$ cat src/cosine_cfg_pkg.sv
////////////////////
// Sizing constants for the row-similarity engine.
// Referenced by scoped name from every other design file.
////////////////////

`default_nettype none

package cosine_cfg_pkg;

  ////////////////////
  // Datapath
  ////////////////////

  // Width of elements, modulus and accumulated terms
  localparam int DATA_W = 16;
  // Width of row and column indices and of the job sizes
  localparam int IDX_W = 8;

  // Bit counter of the shift-add multiplier
  localparam int BIT_W = $clog2(DATA_W);
  // First bit index, MSB-first
  localparam logic [BIT_W-1:0] BIT_TOP = BIT_W'(DATA_W - 1);

  ////////////////////
  // Buffering
  ////////////////////

  // Depths must be powers of two
  localparam int ELEM_DEPTH = 8;
  localparam int RES_DEPTH = 4;

endpackage

`default_nettype wire

$ cat src/cosine_types_pkg.sv
////////////////////
// Packed payload types shared by the sequencer, FIFOs and accumulator.
// Fields are sized from the sizing package.
////////////////////

`default_nettype none

package cosine_types_pkg;

  // Job description, latched on START
  typedef struct packed {
    logic [cosine_cfg_pkg::DATA_W-1:0] modulo;
    logic [cosine_cfg_pkg::IDX_W-1:0]  size_i;
    logic [cosine_cfg_pkg::IDX_W-1:0]  size_j;
  } job_cfg_t;

  // One element pair with its position tags
  typedef struct packed {
    logic [cosine_cfg_pkg::DATA_W-1:0] a;
    logic [cosine_cfg_pkg::DATA_W-1:0] b;
    logic [cosine_cfg_pkg::IDX_W-1:0]  row;
    // Last column of its row
    logic                              row_last;
    // Last element of the whole job
    logic                              job_last;
  } elem_t;

  // Per-row terms, all reduced by the job modulus
  typedef struct packed {
    logic [cosine_cfg_pkg::IDX_W-1:0]  row;
    logic [cosine_cfg_pkg::DATA_W-1:0] dot;
    logic [cosine_cfg_pkg::DATA_W-1:0] norm_a;
    logic [cosine_cfg_pkg::DATA_W-1:0] norm_b;
    // Final row of the job
    logic                              job_last;
  } row_result_t;

endpackage

`default_nettype wire

$ cat src/cosine_similarity_top.sv
////////////////////
// Top level of the row-similarity engine. Sequencer feeds the element
// FIFO, the accumulator drains it and fills the result FIFO.
////////////////////

`timescale 1ns/10ps
`default_nettype none

module cosine_similarity_top (
  input  wire                               CLK,
  input  wire                               RST,
  input  wire                               START,
  input  wire [cosine_cfg_pkg::DATA_W-1:0]  MODULO,
  input  wire [cosine_cfg_pkg::IDX_W-1:0]   SIZE_I,
  input  wire [cosine_cfg_pkg::IDX_W-1:0]   SIZE_J,
  input  wire                               ELEM_STROBE,
  input  wire [cosine_cfg_pkg::DATA_W-1:0]  ELEM_A,
  input  wire [cosine_cfg_pkg::DATA_W-1:0]  ELEM_B,
  input  wire                               RESULT_POP,
  output logic                              BUSY,
  output logic                              ELEM_FULL,
  output logic                              RESULT_EMPTY,
  output cosine_types_pkg::row_result_t     RESULT
);

  cosine_types_pkg::job_cfg_t      cfg_in;
  cosine_types_pkg::elem_t         seq_elem;
  cosine_types_pkg::elem_t         head_elem;
  cosine_types_pkg::row_result_t   acc_result;
  logic [cosine_cfg_pkg::DATA_W-1:0] job_modulo;
  logic seq_push;
  logic elem_empty;
  logic elem_pop;
  logic res_full;
  logic res_push;
  logic job_done;

  // Config inputs packed for the sequencer
  assign cfg_in.modulo = MODULO;
  assign cfg_in.size_i = SIZE_I;
  assign cfg_in.size_j = SIZE_J;

  row_sequencer u_seq (
    .CLK(CLK), .RST(RST),
    .start(START), .cfg_in(cfg_in),
    .elem_strobe(ELEM_STROBE), .elem_a(ELEM_A), .elem_b(ELEM_B),
    .fifo_full(ELEM_FULL), .job_done(job_done),
    .busy(BUSY), .modulo(job_modulo),
    .push(seq_push), .elem(seq_elem)
  );

  // Element buffer
  stream_fifo #(.T(cosine_types_pkg::elem_t), .DEPTH(cosine_cfg_pkg::ELEM_DEPTH)) u_elem_fifo (
    .CLK(CLK), .RST(RST),
    .push(seq_push), .din(seq_elem),
    .pop(elem_pop), .dout(head_elem),
    .empty(elem_empty), .full(ELEM_FULL)
  );

  row_accumulator u_acc (
    .CLK(CLK), .RST(RST),
    .modulo(job_modulo),
    .elem(head_elem), .elem_empty(elem_empty), .elem_pop(elem_pop),
    .res_full(res_full), .res_push(res_push),
    .result(acc_result), .job_done(job_done)
  );

  // Result buffer
  stream_fifo #(.T(cosine_types_pkg::row_result_t), .DEPTH(cosine_cfg_pkg::RES_DEPTH)) u_res_fifo (
    .CLK(CLK), .RST(RST),
    .push(res_push), .din(acc_result),
    .pop(RESULT_POP), .dout(RESULT),
    .empty(RESULT_EMPTY), .full(res_full)
  );

endmodule

`default_nettype wire

$ cat src/row_accumulator.sv
////////////////////
// Drains elements, forms a*b, a*a and b*b by modular shift-add and
// sums them per row. A finished row waits in EMIT until the result
// FIFO has room, which stalls the element FIFO behind it.
////////////////////

`timescale 1ns/10ps
`default_nettype none

module row_accumulator (
  input  wire                                CLK,
  input  wire                                RST,
  input  wire [cosine_cfg_pkg::DATA_W-1:0]   modulo,
  input  cosine_types_pkg::elem_t            elem,
  input  wire                                elem_empty,
  output logic                               elem_pop,
  input  wire                                res_full,
  output logic                               res_push,
  output cosine_types_pkg::row_result_t      result,
  output logic                               job_done
);

  typedef logic [cosine_cfg_pkg::DATA_W-1:0] word_t;
  typedef enum logic [1:0] {S_IDLE, S_MUL, S_EMIT} state_t;

  // (x + y) mod m, both operands already below m
  function automatic word_t mod_add(word_t x, word_t y, word_t m);
    logic [cosine_cfg_pkg::DATA_W:0] sum;
    sum = {1'b0, x} + {1'b0, y};
    if (sum >= {1'b0, m}) begin
      sum = sum - {1'b0, m};
    end
    return sum[cosine_cfg_pkg::DATA_W-1:0];
  endfunction

  // One MSB-first step: 2p, plus x when the multiplier bit is set
  function automatic word_t mod_step(word_t p, logic sel, word_t x, word_t m);
    word_t dbl;
    dbl = mod_add(p, p, m);
    return mod_add(dbl, sel ? x : '0, m);
  endfunction

  state_t                           state;
  logic [cosine_cfg_pkg::BIT_W-1:0] bit_cnt;
  cosine_types_pkg::elem_t          elem_q;
  cosine_types_pkg::row_result_t    result_q;

  // Partial products and row sums
  word_t p_ab, p_aa, p_bb;
  word_t acc_dot, acc_na, acc_nb;

  word_t nxt_ab, nxt_aa, nxt_bb;
  word_t sum_dot, sum_na, sum_nb;
  logic  last_step;
  logic  row_done;

  assign nxt_ab = mod_step(p_ab, elem_q.a[bit_cnt], elem_q.b, modulo);
  assign nxt_aa = mod_step(p_aa, elem_q.a[bit_cnt], elem_q.a, modulo);
  assign nxt_bb = mod_step(p_bb, elem_q.b[bit_cnt], elem_q.b, modulo);

  // Row sums including the product finishing this cycle
  assign sum_dot = mod_add(acc_dot, nxt_ab, modulo);
  assign sum_na  = mod_add(acc_na, nxt_aa, modulo);
  assign sum_nb  = mod_add(acc_nb, nxt_bb, modulo);

  assign last_step = (state == S_MUL) && (bit_cnt == '0);
  assign row_done  = last_step && elem_q.row_last;

  assign elem_pop = (state == S_IDLE) && !elem_empty;
  // Finished row held until the result FIFO has room
  assign res_push = (state == S_EMIT) && !res_full;
  assign job_done = res_push && result_q.job_last;
  assign result   = result_q;

  ////////////////////
  // FSM
  ////////////////////

  always_ff @(posedge CLK or posedge RST) begin
    if (RST) begin
      state   <= S_IDLE;
      bit_cnt <= '0;
      acc_dot <= '0;
      acc_na  <= '0;
      acc_nb  <= '0;
    end else begin
      case (state)
        S_IDLE: begin
          if (elem_pop) begin
            bit_cnt <= cosine_cfg_pkg::BIT_TOP;
            state   <= S_MUL;
          end
        end
        S_MUL: begin
          bit_cnt <= bit_cnt - 1'b1;
          if (row_done) begin
            // Row terms move to the result register
            acc_dot <= '0;
            acc_na  <= '0;
            acc_nb  <= '0;
            state   <= S_EMIT;
          end else if (last_step) begin
            acc_dot <= sum_dot;
            acc_na  <= sum_na;
            acc_nb  <= sum_nb;
            state   <= S_IDLE;
          end
        end
        S_EMIT: begin
          if (res_push) begin
            state <= S_IDLE;
          end
        end
        default: state <= S_IDLE;
      endcase
    end
  end

  ////////////////////
  // Datapath
  ////////////////////

  always_ff @(posedge CLK) begin
    // Operands captured with the pop, products start at zero
    if (elem_pop) begin
      elem_q <= elem;
      p_ab   <= '0;
      p_aa   <= '0;
      p_bb   <= '0;
    end else if (state == S_MUL) begin
      p_ab <= nxt_ab;
      p_aa <= nxt_aa;
      p_bb <= nxt_bb;
    end
    if (row_done) begin
      result_q.row      <= elem_q.row;
      result_q.dot      <= sum_dot;
      result_q.norm_a   <= sum_na;
      result_q.norm_b   <= sum_nb;
      result_q.job_last <= elem_q.job_last;
    end
  end

endmodule

`default_nettype wire

$ cat src/row_sequencer.sv
////////////////////
// Job front end. Latches the config on START, tags each accepted
// element with row index and end flags, and holds busy until the
// accumulator reports the last row pushed.
////////////////////

`timescale 1ns/10ps
`default_nettype none

module row_sequencer (
  input  wire                                 CLK,
  input  wire                                 RST,
  input  wire                                 start,
  input  cosine_types_pkg::job_cfg_t          cfg_in,
  input  wire                                 elem_strobe,
  input  wire [cosine_cfg_pkg::DATA_W-1:0]    elem_a,
  input  wire [cosine_cfg_pkg::DATA_W-1:0]    elem_b,
  input  wire                                 fifo_full,
  input  wire                                 job_done,
  output logic                                busy,
  output logic [cosine_cfg_pkg::DATA_W-1:0]   modulo,
  output logic                                push,
  output cosine_types_pkg::elem_t             elem
);

  ////////////////////
  // State
  ////////////////////

  cosine_types_pkg::job_cfg_t       cfg_q;
  logic [cosine_cfg_pkg::IDX_W-1:0] row_cnt;
  logic [cosine_cfg_pkg::IDX_W-1:0] col_cnt;
  // Whole job already fed, further strobes dropped
  logic                             feed_done;

  logic start_ok;
  logic at_row_end;
  logic at_job_end;

  // New jobs only from idle
  assign start_ok = start && !busy;

  assign at_row_end = (col_cnt == cfg_q.size_j - 1'b1);
  assign at_job_end = at_row_end && (row_cnt == cfg_q.size_i - 1'b1);

  // Strobe goes straight into the FIFO on the sampling edge
  assign push = elem_strobe && busy && !fifo_full && !feed_done;

  assign elem.a        = elem_a;
  assign elem.b        = elem_b;
  assign elem.row      = row_cnt;
  assign elem.row_last = at_row_end;
  assign elem.job_last = at_job_end;

  // Stable for the whole job
  assign modulo = cfg_q.modulo;

  ////////////////////
  // Control
  ////////////////////

  always_ff @(posedge CLK or posedge RST) begin
    if (RST) begin
      busy      <= 1'b0;
      feed_done <= 1'b0;
      row_cnt   <= '0;
      col_cnt   <= '0;
    end else begin
      if (start_ok) begin
        busy      <= 1'b1;
        feed_done <= 1'b0;
        row_cnt   <= '0;
        col_cnt   <= '0;
      end else if (job_done) begin
        busy <= 1'b0;
      end
      // Column wraps at row end, row steps on
      if (push) begin
        if (at_row_end) begin
          col_cnt <= '0;
          row_cnt <= row_cnt + 1'b1;
        end else begin
          col_cnt <= col_cnt + 1'b1;
        end
        if (at_job_end) begin
          feed_done <= 1'b1;
        end
      end
    end
  end

  // Job description
  always_ff @(posedge CLK) begin
    if (start_ok) begin
      cfg_q <= cfg_in;
    end
  end

endmodule

`default_nettype wire

$ cat src/stream_fifo.sv
////////////////////
// Show-ahead FIFO for any packed payload. Head is valid at dout
// whenever empty is low; pop consumes it on the clock edge.
////////////////////

`timescale 1ns/10ps
`default_nettype none

module stream_fifo #(
  parameter type T     = cosine_types_pkg::elem_t,
  parameter int  DEPTH = cosine_cfg_pkg::ELEM_DEPTH
) (
  input  wire  CLK,
  input  wire  RST,
  input  wire  push,
  input  T     din,
  input  wire  pop,
  output T     dout,
  output logic empty,
  output logic full
);

  // Storage, power-of-two depth so pointers wrap naturally
  T mem [DEPTH];

  logic [$clog2(DEPTH)-1:0]   wr_ptr;
  logic [$clog2(DEPTH)-1:0]   rd_ptr;
  logic [$clog2(DEPTH+1)-1:0] count;

  logic do_push;
  logic do_pop;

  // Overflow and underflow requests dropped
  assign do_push = push && !full;
  assign do_pop  = pop && !empty;

  assign empty = (count == '0);
  assign full  = (int'(count) == DEPTH);
  assign dout  = mem[rd_ptr];

  always_ff @(posedge CLK or posedge RST) begin
    if (RST) begin
      wr_ptr <= '0;
      rd_ptr <= '0;
      count  <= '0;
    end else begin
      if (do_push) begin
        wr_ptr <= wr_ptr + 1'b1;
      end
      if (do_pop) begin
        rd_ptr <= rd_ptr + 1'b1;
      end
      // Occupancy holds on simultaneous push and pop
      case ({do_push, do_pop})
        2'b10:   count <= count + 1'b1;
        2'b01:   count <= count - 1'b1;
        default: count <= count;
      endcase
    end
  end

  always_ff @(posedge CLK) begin
    if (do_push) begin
      mem[wr_ptr] <= din;
    end
  end

endmodule

`default_nettype wire

$ cat config.mk
export PLATFORM = sky130hd
export DESIGN_NAME = cosine_similarity_top
export DESIGN_NICKNAME = d
export VERILOG_FILES = /design/src/cosine_cfg_pkg.sv /design/src/cosine_types_pkg.sv /design/src/cosine_similarity_top.sv /design/src/row_accumulator.sv /design/src/row_sequencer.sv /design/src/stream_fifo.sv
export SDC_FILE = /design/constraint.sdc
export NUM_CORES = 1
export LEC_CHECK = 0
export ABC_AREA = 1
export BUFFER_PORTS_ARGS = -buffer_cell sky130_fd_sc_hd__clkbuf_2
export CORE_UTILIZATION = 65
export CTS_BUF_LIST = sky130_fd_sc_hd__clkbuf_4 sky130_fd_sc_hd__clkbuf_8
export CTS_CLUSTER_DIAMETER = 30
export DETAILED_ROUTE_END_ITERATION = 16
export MAX_ROUTING_LAYER = met4
export PLACE_DENSITY = 0.83
export SLEW_MARGIN = 10
export SYNTH_ARGS = -nofsm -noshare
export SYNTH_HDL_FRONTEND = slang
export SYNTH_SLANG_ARGS = --single-unit
$ cat constraint.sdc
create_clock -name CLK -period 14.23 [get_ports CLK]
set_input_delay 1.423 -clock CLK [delete_from_list [all_inputs] [get_ports CLK]]
set_output_delay 1.423 -clock CLK [all_outputs]
set_load 0.01 [all_outputs]
==> run summary <==
The flow ran to the end, and the final reports show no timing, DRC or antenna violations. The library cell used most frequently in the layout, excluding fill and tap cells, is nand2_1. The number of instances on the worst hold path is 0, and the minimum period implied by the final worst setup slack is 9.63 ns.

The tools report the count of synthesis-stage warnings from yosys as 0. The startpoint identified for the worst register-to-register timing path is u_seq.modulo[1]. The tools report the initial antenna violation count as 4.

TritonCTS built the clock tree. The run gives 0 as the detailed-route DRC error count. The path category of the worst min-delay check is flop to flop. Die extent in x: 274 µm. By area, the combinational part of the netlist is dominated by simple AND/OR/NAND/NOR gates. Counting every instance in the synthesized netlist gives 5500. By startpoint and endpoint, the worst setup path is classified as flop to flop. Cells with a size suffix above 1 make up 9.78% of the layout.

The simple-gate area share of the yosys netlist was 22.5%. Once layout is complete, the cells apart from fillers number 6751. After synthesis, flip-flops and latches occupy 50.2% of the total area. The logs give 0.0730 mm² for the core region area and 35.4% for the total global-route track usage. Static timing analysis puts the maximum clock frequency at 104 MHz. The number of rows in the core area was 99; the register-to-register setup slack was 4.60 ns. The cell with the largest stage delay on the worst path is nand2_1. For the global placer's final weighted congestion, the log shows 0.994. Pin placement for this block handled 129 I/O pins. The via count of the first global-routing pass was 37.4k.

A synthesized cell averages 8.72 µm². The area share of xor/xnor cells in the synthesized design was 3.09%; the number of clock sinks seen by CTS was 832. Of the available clock period, the critical path in the final layout requires 67.7%.

The tools report the arrival time of data at the critical path endpoint as 10.18 ns. The count of nets left with antenna violations once routing finished came out at 0. The max-slew violation count was 0.

The kind of launch point of the worst setup path is a flop. The library cells used most frequently in the layout, excluding fill and tap cells, are nand2_1, nor2_1, edfxtp_1. The H-tree was split into 4 levels.

In this run the post-CTS setup repair buffer count came out at 0. The clock passes through at most 3 buffers. The mapped netlist covers 0.0480 mm². The hold violation count in the final report was 0.

Setup repair after global routing left no endpoint under its margin. The tools report the end of the worst register-to-register path as u_acc.result[19]. Port buffering added 128 buffers. For the initial core utilization, the log shows 65.7%. In the final routed layout, each cell accounts on average for 19.0 µm. Entering global routing, the biggest net connects 101 pins. The length of the first detailed-routing pass in iterations is 6. The run gives 3798 as the number of DRC violations after detailed-routing iteration 0. Dividing the detail-routed via count by the number of cells gives 5.81. Final number of setup-violating endpoints: 0.

On the worst path, the slowest cell contributes a delay of 0.68 ns. In this run, synthesis produced a sequential element count of 832. The worst pin sits at a relative slew slack of 14.3%. At the end of the flow the core is filled with cells to 72.3%. The area added between synthesis and finish is 10.0%, and the total wirelength of the detailed-routed design is 129000 µm. The tools report the beginning of the worst hold path as u_acc.elem_q[3]. The number of nets in the layout was 6011; the area of the die was 0.0749 mm².

The logs give 152 for the number of buffers created by CTS and 6471 for the cell count after placement. The clock latency reported for the late side of the worst-skew pair is 0.82 ns, and the die outline height is 274 µm. Once the clock tree was built, the resizer swapped 0 gates to a different size. The run gives 0 as the sum of overflow across all layers after global routing.

The number of cells on the worst reg-to-reg path is 54. The tools report the count of hold-fix buffers inserted at cts as 0. The final cell area excluding filler cells is 0.0528 mm². At the worst endpoint, the required time is 14.78 ns.

STA classifies the critical path endpoint as a flop. The synthesized netlist devotes 10.3% of its cell area to compound gates. Across the run, the number of max-cap violations was 0. The clock transition time at the flip-flop clock pins of the worst setup and hold paths was 0.06 ns; the net count of the mapped netlist was 5845.

The root buffer selected by CTS was clkbuf_8. Of all nets on the critical path, the largest fanout is 29. The final setup skew is 0.0386 ns, and the number of distinct standard cells referenced by the synthesized netlist is 52. The first-pass GRT wire length came out at 199000 µm. The setup TNS came out at 0 ns. The placed instances occupy a cell area of 0.0495 mm². Once detailed placement completed, the half-perimeter wirelength came to 87200 µm.

The slew at the pin closest to its max-slew limit was 1.28 ns. After Yosys synthesis, full adders, half adders and majority gates account for 7.47% of the synthesized area. The terminating pin of the worst hold path was u_acc.result[50]. The share of synthesized area spent on multiplexers came out at 0%. The run gives 39.2k as the overall via count from detail_route. By instance count, the cell type seen most on the critical path is nand2_1.
==> stage by stage <==
step	hold WS, ns	worst slack, ns
2_1_floorplan	0.400	6.68
3_3_place_gp	0.403	4.89
3_5_place_dp	0.405	4.81
4_1_cts	0.419	4.74
5_1_grt	0.438	3.71
6_report	0.418	4.60
==> worst max path at each step <==
stage	start	endpoint	cells after the start
5_1_grt	u_seq.modulo[1]	u_acc.acc_na[2]	53
4_1_cts	u_seq.modulo[1]	u_acc.result[19]	54
2_1_floorplan	u_seq.modulo[1]	u_acc.result[34]	48
3_5_place_dp	u_seq.modulo[1]	u_acc.result[20]	54
3_3_place_gp	u_seq.modulo[1]	u_acc.result[21]	54
6_report	u_seq.modulo[1]	u_acc.result[19]	54
==> flip-flops by register name, summed over array words and instances (netlist names), 4 cells and up <==
name               flops
u_acc.p_aa            16
u_seq.modulo          16
u_acc.bit_cnt          4
u_acc.p_bb            16
u_acc.result          57
u_seq.col_cnt          8
u_seq.cfg_q           16
u_acc.p_ab            16
u_acc.acc_dot         16
u_elem_fifo.count      4
u_acc.acc_na          16
u_acc.elem_q          42
u_res_fifo.mem       228
u_elem_fifo.mem      336
u_seq.row_cnt          8
u_acc.acc_nb          16
==> critical path, delay by kind of cell (launching register included) <==
kind,cells,cell delay (ns)
simple gates,31,4.58
fa+ha+maj,7,2.17
buf+inv,12,1.51
compound gates,3,0.45
xor+xnor,1,0.34
flops,1,0.32
==> area by class of cell <==
type	instances	area (µm²)
fill	5501	20200
clock buffer	194	2450
antenna	3	7.51
multi-input combinational	3898	20900
tap	959	1200
inverter	607	2280
timing repair buffer	175	993
sequential	832	24100
clock inverter	83	832
==> cell families (layout without fill, tap and decap cells) <==
| group | count (synthesis) | after routing |
|---|---|---|
| AO/OA/AOI/OAI | 898 | 898 |
| XOR/XNOR | 169 | 169 |
| adder cells (fa/ha/maj) | 276 | 276 |
| buffers and inverters | 770 | 1059 |
| flip-flops | 832 | 832 |
| other | 0 | 3 |
| AND/OR/NAND/NOR | 2555 | 2555 |
==> layer usage <==
metal  up-vias  part of all wire (%)  global-route usage, %
li1      18900                     -                      -
met1     18400                    41                   45.3
met2      1677                    47                   56.3
met3       312                   8.3                   5.61
met4         0                   3.6                   14.1
met5         -                     0                      -
==> cell usage after synthesis, drive strengths merged <==
library cell | n | area, µm²
a211oi | 3 | 32.5
a21boi | 2 | 15.0
a21o | 13 | 97.6
a21oi | 259 | 1360
a31oi | 47 | 294
a41oi | 1 | 8.76
and2 | 63 | 394
and3 | 4 | 25.0
buf | 52 | 379
clkbuf | 111 | 417
clkinv | 1 | 3.75
dfrtp | 89 | 2230
dfxtp | 48 | 961
edfxtp | 695 | 20900
fa | 17 | 340
ha | 259 | 3240
inv | 606 | 2270
nand2 | 1258 | 4790
nand3 | 354 | 1880
nand3b | 34 | 255
nand4 | 62 | 388
nor2 | 742 | 2850
nor3 | 21 | 120
nor4 | 5 | 31.3
o21a | 3 | 22.5
o21ai | 457 | 2400
o21bai | 9 | 67.6
o22ai | 103 | 644
o31ai | 1 | 12.5
or2 | 12 | 75.1
xnor2 | 48 | 420
xor2 | 121 | 1060
Power is left out: the tool's default activity adds up to more than one toggle a clock period on the data nets, which glitch-free logic cannot reach.
